$ cat config.mk
export PLATFORM = sky130hd
export DESIGN_NAME = axiLiteRegs
export DESIGN_NICKNAME = d
export VERILOG_FILES = /design/src/common/nnPkg.sv /design/src/rtl/axiLiteRegs.sv
export SDC_FILE = /design/constraint.sdc
export NUM_CORES = 1
export LEC_CHECK = 0
export BUFFER_PORTS_ARGS = -buffer_cell sky130_fd_sc_hd__clkbuf_2
export CAP_MARGIN = 20
export CORE_MARGIN = 3
export CORE_UTILIZATION = 45
export CTS_CLUSTER_SIZE = 40
export DETAILED_ROUTE_END_ITERATION = 8
export PLACE_DENSITY = 0.77
export SLEW_MARGIN = 10
export SYNTH_ARGS = -nofsm -noshare
export SYNTH_HDL_FRONTEND = slang
export SYNTH_SLANG_ARGS = --single-unit
$ cat constraint.sdc
create_clock -name clk -period 2.04 [get_ports clk]
set_input_delay 0.204 -clock clk [delete_from_list [all_inputs] [get_ports clk]]
set_output_delay 0.204 -clock clk [all_outputs]
set_load 0.02 [all_outputs]
$ cat src/common/nnPkg.sv
package nnPkg;

	// ############################################################
	// number format and layer sizes
	// ############################################################

	localparam int dataWidth = 16;
	localparam int fracBits = 8;

	localparam int numInputs = 10;
	localparam int numHidden = 10;
	localparam int numOutputs = 4;
	localparam int maxFanIn = 10;

	// Q8.8 signed value
	typedef logic signed [dataWidth-1:0] activationT;

	// lanes above a layer's width stay zero
	typedef activationT [maxFanIn-1:0] activationVecT;

	// ############################################################
	// fixed weights and biases
	// ############################################################

	// hidden layer, one row per neuron, one column per input
	localparam activationT hiddenWeights [numHidden][numInputs] = '{
		'{16'sh003d, 16'shffa2, 16'sh0058, 16'sh0021, 16'shff8c,
			16'sh0070, 16'sh0012, 16'shffd6, 16'sh0044, 16'sh0009},
		'{16'shffc1, 16'sh0063, 16'sh0017, 16'shff9e, 16'sh0035,
			16'sh0049, 16'shffe8, 16'sh0026, 16'shffb3, 16'sh005a},
		'{16'sh0072, 16'sh0008, 16'shffcd, 16'sh0051, 16'sh001e,
			16'shff92, 16'sh0067, 16'sh0030, 16'shfff4, 16'shffa9},
		'{16'shffe2, 16'shff87, 16'sh0041, 16'sh006c, 16'sh0015,
			16'sh0023, 16'shffbc, 16'sh0059, 16'sh0038, 16'shffd1},
		'{16'sh0027, 16'sh0054, 16'shff9a, 16'shffee, 16'sh0069,
			16'sh0010, 16'sh0032, 16'shff85, 16'sh004b, 16'sh001c},
		'{16'shff98, 16'sh0019, 16'sh0061, 16'sh003a, 16'shffc7,
			16'sh0057, 16'sh0004, 16'sh0046, 16'shffdd, 16'sh002f},
		'{16'sh004f, 16'shffd9, 16'sh0028, 16'shffb0, 16'sh0074,
			16'shffe5, 16'sh003c, 16'sh0013, 16'sh0062, 16'shff90},
		'{16'sh0006, 16'sh0048, 16'shffa6, 16'sh0053, 16'shffca,
			16'sh006e, 16'sh0029, 16'shffbf, 16'sh0011, 16'sh0066},
		'{16'shffb7, 16'sh0031, 16'sh005e, 16'shffe0, 16'sh0040,
			16'shff95, 16'sh001b, 16'sh0075, 16'sh0037, 16'shffcc},
		'{16'sh0060, 16'shffeb, 16'sh0014, 16'sh0047, 16'shff8f,
			16'sh002b, 16'sh0055, 16'shffd3, 16'shffa0, 16'sh0042}
	};

	localparam activationT hiddenBias [numHidden] = '{
		16'sh0010, 16'shffe8, 16'sh0020, 16'sh0008, 16'shfff0,
		16'sh0018, 16'sh0000, 16'sh000c, 16'shfff8, 16'sh0014
	};

	// output layer, one row per neuron, one column per hidden neuron
	localparam activationT outputWeights [numOutputs][numHidden] = '{
		'{16'sh0052, 16'shffc4, 16'sh0036, 16'sh0069, 16'shffa8,
			16'sh0024, 16'sh0047, 16'shffde, 16'sh0058, 16'sh0012},
		'{16'shffd0, 16'sh005d, 16'sh0018, 16'shff9c, 16'sh0043,
			16'sh0066, 16'shffe4, 16'sh002e, 16'shffbb, 16'sh0070},
		'{16'sh003f, 16'sh000a, 16'shffb5, 16'sh004c, 16'sh0027,
			16'shffc9, 16'sh0061, 16'sh0033, 16'sh0005, 16'shffa3},
		'{16'shff9f, 16'sh0045, 16'sh0068, 16'sh001d, 16'shffd7,
			16'sh0050, 16'sh000e, 16'shff93, 16'sh0039, 16'sh005b}
	};

	localparam activationT outputBias [numOutputs] = '{
		16'sh0008, 16'sh0010, 16'shfffc, 16'sh0004
	};

	// ############################################################
	// register map and host bus
	// ############################################################

	localparam int addrWidth = 8;
	localparam int axiDataWidth = 32;

	// ten input words from here, low 16 bits used
	localparam logic [addrWidth-1:0] inputBase = 8'h00;
	// bit 0 starts an inference
	localparam logic [addrWidth-1:0] controlAddr = 8'h40;
	// bit 0 busy, bit 1 done, done clears on read
	localparam logic [addrWidth-1:0] statusAddr = 8'h44;
	// four read-only result words
	localparam logic [addrWidth-1:0] outputBase = 8'h80;

	localparam logic [1:0] respOkay = 2'b00;

	// driven by the host
	typedef struct packed {
		logic [addrWidth-1:0] awaddr;
		logic awvalid;
		logic [axiDataWidth-1:0] wdata;
		logic [axiDataWidth/8-1:0] wstrb;
		logic wvalid;
		logic bready;
		logic [addrWidth-1:0] araddr;
		logic arvalid;
		logic rready;
	} axiLiteReqT;

	// driven by the register block
	typedef struct packed {
		logic awready;
		logic wready;
		logic [1:0] bresp;
		logic bvalid;
		logic arready;
		logic [axiDataWidth-1:0] rdata;
		logic [1:0] rresp;
		logic rvalid;
	} axiLiteRspT;

endpackage

$ cat src/rtl/axiLiteRegs.sv
module axiLiteRegs import nnPkg::*; (
	input logic clk,
	input logic reset,
	input axiLiteReqT axiReq,
	output axiLiteRspT axiRsp,
	output activationVecT inVec,
	output logic inValid,
	input activationVecT resVec,
	input logic resValid
);

	logic wrReady;
	logic bValid;
	logic rValid;
	logic [axiDataWidth-1:0] rData;
	logic [axiDataWidth-1:0] rdWord;
	logic busy;
	logic done;
	logic wrFire;
	logic rdFire;
	logic startReq;
	activationT resRegs [numOutputs];

	function automatic logic inRange(
		logic [addrWidth-1:0] addr,
		logic [addrWidth-1:0] base,
		int count
	);
		return (addr >= base) && (addr < base + 4 * count);
	endfunction

	function automatic int wordIdx(logic [addrWidth-1:0] addr, logic [addrWidth-1:0] base);
		return int'((addr - base) >> 2);
	endfunction

	// ############################################################
	// write address, data and response
	// ############################################################

	assign wrFire = wrReady && axiReq.awvalid && axiReq.wvalid;
	assign startReq = wrFire && (axiReq.awaddr == controlAddr)
		&& axiReq.wstrb[0] && axiReq.wdata[0];

	always_ff @(posedge clk)
	begin
		if (reset)
		begin
			wrReady <= 1'b0;
			bValid <= 1'b0;
		end
		else
		begin
			// one-cycle ready, never while a response waits
			wrReady <= axiReq.awvalid && axiReq.wvalid && !bValid && !wrReady;
			if (wrFire)
				bValid <= 1'b1;
			else if (axiReq.bready)
				bValid <= 1'b0;
		end
	end

	always_ff @(posedge clk)
	begin
		if (reset)
			inVec <= '0;
		else if (wrFire && inRange(axiReq.awaddr, inputBase, numInputs))
		begin
			if (axiReq.wstrb[0])
				inVec[wordIdx(axiReq.awaddr, inputBase)][7:0] <= axiReq.wdata[7:0];
			if (axiReq.wstrb[1])
				inVec[wordIdx(axiReq.awaddr, inputBase)][15:8] <= axiReq.wdata[15:8];
		end
	end

	// ############################################################
	// control, status and results
	// ############################################################

	always_ff @(posedge clk)
	begin
		if (reset)
		begin
			inValid <= 1'b0;
			busy <= 1'b0;
			done <= 1'b0;
		end
		else
		begin
			// start is dropped while an inference runs
			inValid <= startReq && !busy;
			if (startReq && !busy)
			begin
				busy <= 1'b1;
				done <= 1'b0;
			end
			else if (resValid)
			begin
				busy <= 1'b0;
				done <= 1'b1;
			end
			else if (rdFire && axiReq.araddr == statusAddr)
				done <= 1'b0;
		end
	end

	always_ff @(posedge clk)
	begin
		if (reset)
		begin
			for (int j = 0; j < numOutputs; j++)
				resRegs[j] <= '0;
		end
		else if (resValid)
		begin
			for (int j = 0; j < numOutputs; j++)
				resRegs[j] <= resVec[j];
		end
	end

	// ############################################################
	// read channel
	// ############################################################

	assign rdFire = axiReq.arvalid && !rValid;

	// unmapped addresses and the control word read as zero
	always_comb
	begin
		rdWord = '0;
		if (inRange(axiReq.araddr, inputBase, numInputs))
			rdWord[dataWidth-1:0] = inVec[wordIdx(axiReq.araddr, inputBase)];
		else if (inRange(axiReq.araddr, outputBase, numOutputs))
			rdWord[dataWidth-1:0] = resRegs[wordIdx(axiReq.araddr, outputBase)];
		else if (axiReq.araddr == statusAddr)
			rdWord[1:0] = {done, busy};
	end

	always_ff @(posedge clk)
	begin
		if (reset)
		begin
			rValid <= 1'b0;
			rData <= '0;
		end
		else if (rdFire)
		begin
			rValid <= 1'b1;
			rData <= rdWord;
		end
		else if (axiReq.rready)
			rValid <= 1'b0;
	end

	always_comb
	begin
		axiRsp.awready = wrReady;
		axiRsp.wready = wrReady;
		axiRsp.bresp = respOkay;
		axiRsp.bvalid = bValid;
		axiRsp.arready = !rValid;
		axiRsp.rdata = rData;
		axiRsp.rresp = respOkay;
		axiRsp.rvalid = rValid;
	end

endmodule

[Word level (Yosys, flattened, before mapping)]
Memory sizes are Yosys's and may differ from the RTL's.
Cells that the tools add are included.
Operators by class
  $add $sub $neg: 1
  shift-type cells: 0
  multiplexer cells: 33
  bitwise gates (word level): 4
  magnitude comparators: 9
  divide/modulo/power cells: 0
  reduce and logical (&&, ||, !) cells: 25
  $mul: 0
  equality and inequality tests: 2
Operator list (count)
  160-bit 2-to-1 mux: 4
  160-bit bitwise mux: 2
  16-bit demux with 4-bit select: 2
  16-bit 2-to-1 mux: 7
  16-bit binary-select mux with 4-bit select: 1
  8-bit by 7-bit equality test with 1-bit output (second input constant): 2
  8-bit by 1-bit >= comparator with 1-bit output (second input constant): 2
  1-bit logical AND: 16
  8-bit by 6-bit less-than comparator with 1-bit output (second input constant): 2
  14-bit 2-to-1 mux: 1
  1-bit 2-to-1 mux: 13
  6-bit by 5-bit less-than comparator with 1-bit output (second input constant): 2
  8-bit >= comparator (second input constant): 1
  8-bit less-than comparator (second input constant): 1
  8-bit 2-to-1 mux: 1
  2-bit nonzero test: 4
  6-bit by 1-bit >= comparator with 1-bit output (second input constant): 1
  1-bit logical NOT: 4
  2-bit 2-to-1 mux: 2
  1-bit bitwise OR: 4
  4-bit by 1-bit subtractor with 4-bit output (second input constant): 1
  2-bit OR reduction: 1
Storage, ports and cells
  RAM bits: 64
  logic and storage cells: 92
  latch bits: 0
  bits in read-only memories: 0
  bits in registers: 182
  output and inout bits: 202
  memories kept: 1
Memories
  resRegs: words 4, width 16, rd ports 1, clocked after memory_dff 0, wr ports 4, line axiLiteRegs.sv:22  | activationT resRegs [numOutputs];

[Depth between registers and ports, before layout]
Gate-level depths: netlist of run 1.
  depth in word-level cells: 10
  mapped depth: 7
  depth with buffers taken out: 4

[Least setup slack after synthesis of run 1]
No wires, ideal clock.
  kind: input port to flip-flop
  start: in reset
  end: mem resRegs[0][0] in the netlist's numbering (enable)
  library setup time: 394 ps
  path slack: 63 ps
  path buffers: 2
  stages: 3
  arrival time: 1583 ps
  required time: 1646 ps
  cell sequence: clkbuf_1 > clkbuf_1 > or2_2
RTL lines
  start: declaration: line axiLiteRegs.sv:3  | input logic reset,
  end: declaration: line axiLiteRegs.sv:22

[Worst setup path in the final report of run 1]
  start: reg rValid
  end: reg rData[15]
Between the ends
  word-level cells in the longest chain between the ends: 2
RTL lines
  start: declaration: line axiLiteRegs.sv:14  | logic rValid;
  start signal: assignment: line axiLiteRegs.sv:142  | rValid <= 1'b0;
  start signal: assignment: line axiLiteRegs.sv:147  | rValid <= 1'b1;
  start signal: assignment: line axiLiteRegs.sv:151  | rValid <= 1'b0;
  1-bit logical NOT: line axiLiteRegs.sv:124  | assign rdFire = axiReq.arvalid && !rValid;
  1-bit logical AND: line axiLiteRegs.sv:124
  end signal: assignment: line axiLiteRegs.sv:148  | rData <= rdWord;
  end: declaration: line axiLiteRegs.sv:15  | logic [axiDataWidth-1:0] rData;
No other way between the ends.
A chain may end at the register's enable or synchronous reset.

==> results of run 1 <==
-- flip-flops by register name (all words and copies together) (netlist names) --
name     count
busy         1
rValid       1
inVec      160
rData       16
inValid      1
wrReady      1
bValid       1
done         1
resRegs     64
-- power by group through the flow --
stage,Clock (uW),Combinational (uW),Sequential [uW]
4_1_cts,5340,843,5160
3_3_place_gp,0,724,5260
2_1_floorplan,0,469,5260
3_5_place_dp,0,734,5270
5_1_grt,5500,913,5170
6_report,5260,845,5160
-- cells by family (layout without fill, tap and decap cells) --
kind of cell           after synthesis  count (layout)
AOI/OAI and AO/OA                   87              87
buffers and inverters               87             448
DFF                                246             246
muxes                              240             240
other                                1              20
and+or+nand+nor                    313             313
-- worst max-delay path, cell delays in order, from the launching register on --
cell and delay [ns]:
dfxtp_1 0.35, nor3b_1 0.53, nand2_1 0.48, o31ai_1 0.40
-- Yosys cell counts, types with 3 or more instances --
master,number,share of area
nand4_1,7,0.0039
mux2i_1,192,0.17
o31ai_1,14,0.0093
mux2_2,15,0.015
nor3b_1,4,0.0027
mux4_2,33,0.066
nor4b_1,5,0.0039
inv_1,3,0.0010
a21boi_0,14,0.0093
dfxtp_1,182,0.32
nor2_1,118,0.039
edfxtp_1,64,0.17
a22oi_1,17,0.011
o22ai_1,15,0.0083
and2_1,65,0.036
nand2b_1,68,0.038
nand4_2,3,0.0033
nor4_4,4,0.0076
or2_2,3,0.0017
buf_4,25,0.017
nor2b_1,5,0.0028
nand2_1,5,0.0017
and4_1,4,0.0031
buf_2,20,0.0089
a211oi_1,16,0.011
clkbuf_1,39,0.013
a21oi_1,4,0.0018
-- area by class of cell --
cell class | instances | area share
inverter | 3 | 0.000763
multi-input combinational | 660 | 0.360
clock inverter | 8 | 0.00949
timing repair buffer | 397 | 0.169
clock buffer | 40 | 0.0562
sequential | 246 | 0.377
tap | 324 | 0.0275
-- how the worst max path moves through the flow --
stage	slack (ns)	endpoint	start	cells past startpoint
after floorplan	0.06	resRegs[0][0]	reset	3
after global placement	0.17	rData[8]	axiReq[5]	5
after detailed placement	0.12	inVec[133]	wrReady	5
after CTS	0.11	inVec[133]	wrReady	5
after global routing	0.04	rData[15]	rValid	3
final	0.16	rData[15]	rValid	3
-- repair_timing --
item	in CTS	in global routing
hold buffers	70	0
resized for setup	0	1
setup endpoints to repair	0	2
hold endpoints to repair	68	0
-- metal layers --
metal  share of wire  up-vias  GRT usage
li1                -     4214          -
met4           0.032        0     0.0765
met3           0.064       61     0.0484
met5               0        -          0
met2            0.52      304      0.428
met1            0.39     4334      0.292
-- per-stage QoR --
step	cells	setup WS (ns)	instance area [sq um]	hold slack (ns)
detailed placement	1560	0.125	13100	0.397
global placement	1560	0.171	13100	0.390
global route	1678	0.0393	14800	0.0683
finish	1678	0.156	14800	0.0517
CTS	1678	0.106	14800	0.0311
floorplan	993	0.0626	11300	0.304
==> run_results.csv, run 1 <==
group,metric,value,unit
clock_network,htreeDepth,1,
logic_synthesis,synth_cell_type_count,49,
floorplan,std_cell_rows,57,
clock_network,postCtsSetupBuffers,0,
clock_network,cts_tree,"done",
setup_path,reg2reg_depth,3,
floorplan,fp.coreArea,0.0245,sq mm
setup_path,arrival,2.30,ns
grt,grt_pass1_vias,9015,
logic_synthesis,synthMuxAreaShare,0.252,
placement,portBuffers,287,
setup_path,startpoint_type,"flop",
final_layout,drive_gt1_frac,0.324,
setup_path,crit_required,2.45,ns
pwr,total_leakage_power,0.00677,uW
placement,routabilityCongestion,0.850,
min_path,hp-class,"in2reg",
floorplan,start_util,0.460,
grt,grt_overflow,0,
setup_path,r2r-end,"rData[15]",
logic_synthesis,syn_area,0.0113,sq mm
logic_synthesis,yosysSeqAreaShare,0.494,
sta,rsz0062_at_grt,"no",
route,vias,8913,
pwr,p_sw,2450,uW
floorplan,die_h,164,um
sta,finClkSkew,0.0159,ns
pwr,swShare,0.218,
pwr,pwr-share-seq,0.458,
clock_network,clock_path_buffers,3,
logic_synthesis,postSynthAreaPerCell,11.6,sq um
setup_path,crit_fanout,14,
sta,max_slew_margin,0.305,
setup_path,crit_path_end_kind,"flop",
route,drc,0,
pwr,power_per_cell_area,763,mW/mm^2
flow_run,drv_cap,0,
placement,place_hpwl,23600,um
logic_synthesis,synth-compound-area-share,0.0552,
final_layout,multi_input_area,0.00532,sq mm
setup_path,path_class,"reg2reg",
sta,max_freq,0.531,GHz
setup_path,rrSetupSlack,0.16,ns
min_path,worstHoldStart,"axiReq[20]",
sta,worstMarginPinSlew,1.04,ns
route,initialDrtViolationCount,588,
logic_synthesis,synth_edf_count,64,
clock_network,cts_made_buffers,26,
pwr,vdd_drop_max,0.489,mV
grt,grt_pass1_wl,50500,um
logic_synthesis,yosys_warnings,0,
sta,post-route-period-util,0.924,
sta,setup_tns,0,ns
route,via_per_inst,5.31,
final_layout,postLayoutCoreUtil,0.604,
logic_synthesis,synth_top_family_by_area,"multiplexers",
grt,grt_max_degree,115,
logic_synthesis,postSynth.asyncResetShare,0,
final_layout,regArea,0.00557,sq mm
logic_synthesis,synth-xor-area-share,0,
route,ant_nets,0,
pwr,clkPwrFrac,0.467,
outcome,status,"finished, final reports clean",
final_layout,fill_cells,2000,
setup_path,r2r_start,"rValid",
floorplan,io_pins,422,
min_path,min_path_cells,3,
logic_synthesis,ys_seq_elements,246,
pwr,p_int,8810,uW
final_layout,num_antenna_cells,0,
route,drt_wl_total,33300,um
logic_synthesis,yosys.area_share.simple,0.159,
clock_network,clock_latency,0.53,ns
sta,hold_viol,0,
final_layout,layout_commonest_cell,"clkbuf_2",
pwr,total_power,11300,uW
sta,min_period,1.88,ns
logic_synthesis,synthFlopType,"dfxtp_1",
clock_network,clk_pin_slew_worst_paths,0.06,ns
floorplan,die_w,164,um
sta,setup_viol,0,
clock_network,cts_root_buf,"clkbuf_16",
floorplan,die_area,0.0269,sq mm
sta,drv_slew,0,
final_layout,finalNetCount,1554,
route,avgRoutedWirePerCell,19.9,um
clock_network,cts_sinks,246,
final_layout,syn_to_final_growth,31.2,%
route,dr.pass1.iters,5,
logic_synthesis,synth_cells,974,
pwr,power_frac_comb,0.075,
min_path,hold_end,"inVec[20]",
grt,antenna_found_initial,0,
logic_synthesis,synth_fa_ha_area_frac,0,
grt,grtUsageTotal,0.241,
final_layout,final_cell_mix,"287 x clkbuf_2, 192 x mux2i_1, 182 x dfxtp_1",
Power figures use the tool's default switching activity.
==> inputs of run 2 (changes only) <==
--- a/config.mk
+++ b/config.mk
@@ -5,13 +5,14 @@
 export SDC_FILE = /design/constraint.sdc
 export NUM_CORES = 1
 export LEC_CHECK = 0
+export ABC_AREA = 0
 export BUFFER_PORTS_ARGS = -buffer_cell sky130_fd_sc_hd__clkbuf_2
 export CAP_MARGIN = 20
-export CORE_MARGIN = 3
-export CORE_UTILIZATION = 45
+export CORE_AREA = 3 3 164 166
 export CTS_CLUSTER_SIZE = 40
 export DETAILED_ROUTE_END_ITERATION = 8
-export PLACE_DENSITY = 0.77
+export DIE_AREA = 0 0 167 169
+export PLACE_DENSITY = 0.72
 export SLEW_MARGIN = 10
 export SYNTH_ARGS = -nofsm -noshare
 export SYNTH_HDL_FRONTEND = slang
==> constraint.sdc (replaced) <==
create_clock -name clk -period 2.1 [get_ports clk]
set_input_delay 0.21 -clock clk [delete_from_list [all_inputs] [get_ports clk]]
set_output_delay 0.21 -clock clk [all_outputs]
set_load 0.02 [all_outputs]
==> run 2 against run 1 <==
- die area grew 4.7%
- sequential power decreased by 3%
- combinational power shrank 2.4%
- critical path depth up 2
- hold slack better by 0.018 ns
- count of clock-buffer cells in the layout rose by 4
- sequential share of layout area up 0.37 points
- sequential cell count unchanged
- core utilization fell by 3.6 points
- non-clock buffer count fell by 3
- fmax shrank 6.1%
- register-to-register slack worse by 0.06 ns
- highest routed layer unchanged
==> run_results.csv, run 2 (same netlist as run 1, synthesis figures left out) <==
group,metric,value,unit
setup_path,reg2reg_depth,5,
route,drc,0,
sta,setup_viol,0,
sta,rsz0062_at_grt,"no",
final_layout,regMostFlops,"inVec",
setup_path,crit_fanout,12,
clock_network,cts_sinks,246,
final_layout,drive_gt1_frac,0.315,
grt,grt_pass1_wl,50300,um
final_layout,num_antenna_cells,0,
sta,whs,0.0697,ns
floorplan,start_util,0.437,
clock_network,cts_tree,"done",
grt,grt_pass1_vias,8900,
grt,busiest_layer,"met2",
route,ant_nets,0,
floorplan,fp.coreArea,0.0258,sq mm
route,initialDrtViolationCount,621,
sta,hold_viol,0,
clock_network,clock_latency,0.52,ns
setup_path,path_buf_inv,1,
final_layout,multi_input_area,0.00532,sq mm
outcome,status,"finished, final reports clean",
sta,max_slew_margin,0.306,
placement,placed_cell_area,0.0131,sq mm
final_layout,postLayoutCoreUtil,0.568,
sta,drv_slew,0,
setup_path,critPathSlowestCell,"and3_1",
setup_path,r2r-end,"inVec[129]",
final_layout,finish.instance_area,0.0146,sq mm
setup_path,cp_num_cells,5,
setup_path,crit_start,"wrReady",
setup_path,r2r_start,"wrReady",
grt,grt_overflow,0,
min_path,worstHoldStart,"axiReq[17]",
route,drt_wl_total,33300,um
min_path,hp-class,"in2reg",
route,dr.pass1.iters,5,
route,avgRoutedWirePerCell,19.8,um
route,vias,8917,
grt,grtUsageTotal,0.225,
sta,setup_tns,0,ns
pwr,vdd_drop_max,0.595,mV
flow_run,drv_cap,0,
clock_network,cts_made_buffers,27,
final_layout,fin_cells,1685,
clock_network,clock_path_buffers,3,
route,via_per_inst,5.29,
floorplan,std_cell_rows,59,
setup_path,path_class,"reg2reg",
sta,post-route-period-util,0.956,
setup_path,cp_top_family,"simple AND/OR/NAND/NOR gates",
final_layout,largest_reg_flops,160,
grt,grt_max_degree,181,
final_layout,layout_commonest_cell,"clkbuf_2",
setup_path,crit_required,2.55,ns
grt,antenna_found_initial,0,
setup_path,crit_path_end_kind,"flop",
grt,met1_usage,0.273,
final_layout,fill_cells,2181,
floorplan,die_h,169,um
sta,finClkSkew,0.0134,ns
placement,place_inst,1567,
placement,routabilityCongestion,0.839,
final_layout,reg.largest.list,"inVec x160, resRegs x64, rData x16",
setup_path,path_cells,"and3_1 > and4_1 > nor2b_1 > buf_4 > mux2i_1",
sta,min_period,2.01,ns
pwr,total_leakage_power,0.00668,uW
setup_path,rrSetupSlack,0.09,ns
clock_network,cts_root_buf,"clkbuf_16",
sta,max_freq,0.498,GHz
final_layout,regArea,0.00557,sq mm
final_layout,syn_to_final_growth,29.9,%
setup_path,critPathCapture,"inVec[129]",
min_path,min_path_cells,3,
floorplan,die_w,167,um
placement,place_hpwl,23700,um
sta,worstMarginPinSlew,1.04,ns
pwr,power_per_cell_area,701,mW/mm^2
floorplan,die_area,0.0282,sq mm
setup_path,slowest_delay,0.51,ns
final_layout,finalNetCount,1552,
floorplan,io_pins,422,
final_layout,final_cell_mix,"285 x clkbuf_2, 192 x mux2i_1, 182 x dfxtp_1",
setup_path,arrival,2.45,ns
setup_path,startpoint_type,"flop",
grt,use_met3,0.0432,
placement,portBuffers,287,
clock_network,clk_pin_slew_worst_paths,0.06,ns
clock_network,htreeDepth,1,
grt,grtUsageMet2,0.401,
run 2: cell types whose count changed in the layout (fill, tap and decap cells not counted), sizes merged:
cell,change
bufinv,-4
clkinvlp,+1
buf,-4
clkinv,-2
dlygate4sd3,+1
clkbuf,+4
run 2: power by group:
group / internal, uW / leakage [uW] / switching, uW
Clock: 2570 / 0.000397 / 1830
Sequential: 4980 / 0.00215 / 34.4
Combinational: 377 / 0.00413 / 448
Total: 7930 / 0.00668 / 2320
run 2: worst min path at each step:
stage / to / slack (ns)
after floorplan: rValid / 0.31
after global placement: rValid / 0.39
after detailed placement: rValid / 0.40
after CTS: inVec[57] / 0.05
after global routing: inVec[100] / 0.08
final: inVec[17] / 0.07
run 2: per-layer routing:
metal / up-vias / share of wire
li1: 4193 / -
met1: 4357 / 0.40
met2: 297 / 0.51
met3: 70 / 0.058
met4: 0 / 0.036
met5: - / 0
run 2: metrics by stage:
| stage | worst slack (ns) | power (uW) |
|---|---|---|
| floorplan | 0.117 | 5560 |
| global placement | 0.225 | 5820 |
| detailed placement | 0.181 | 5830 |
| CTS | 0.137 | 10400 |
| global route | 0.0110 | 10600 |
| finish | 0.0931 | 10200 |
run 2: area by class of cell:
cell class,count,share of cell area
inverter,3,0.000770
sequential,246,0.381
clock buffer,44,0.0547
timing repair buffer,394,0.170
tap,335,0.0287
clock inverter,3,0.00120
multi-input combinational,660,0.364
run 2: tightest hold or removal path, cell delays in order:
cell,delay [ns]
clkbuf_2,0.18
mux2i_1,0.09
nor2_1,0.07
run 2: what timing repair did:
| item | CTS | global route |
|---|---|---|
| gates resized for setup | 0 | 0 |
| setup buffers | 0 | 0 |
| hold endpoints to repair | 68 | 0 |
| hold buffers | 71 | 0 |
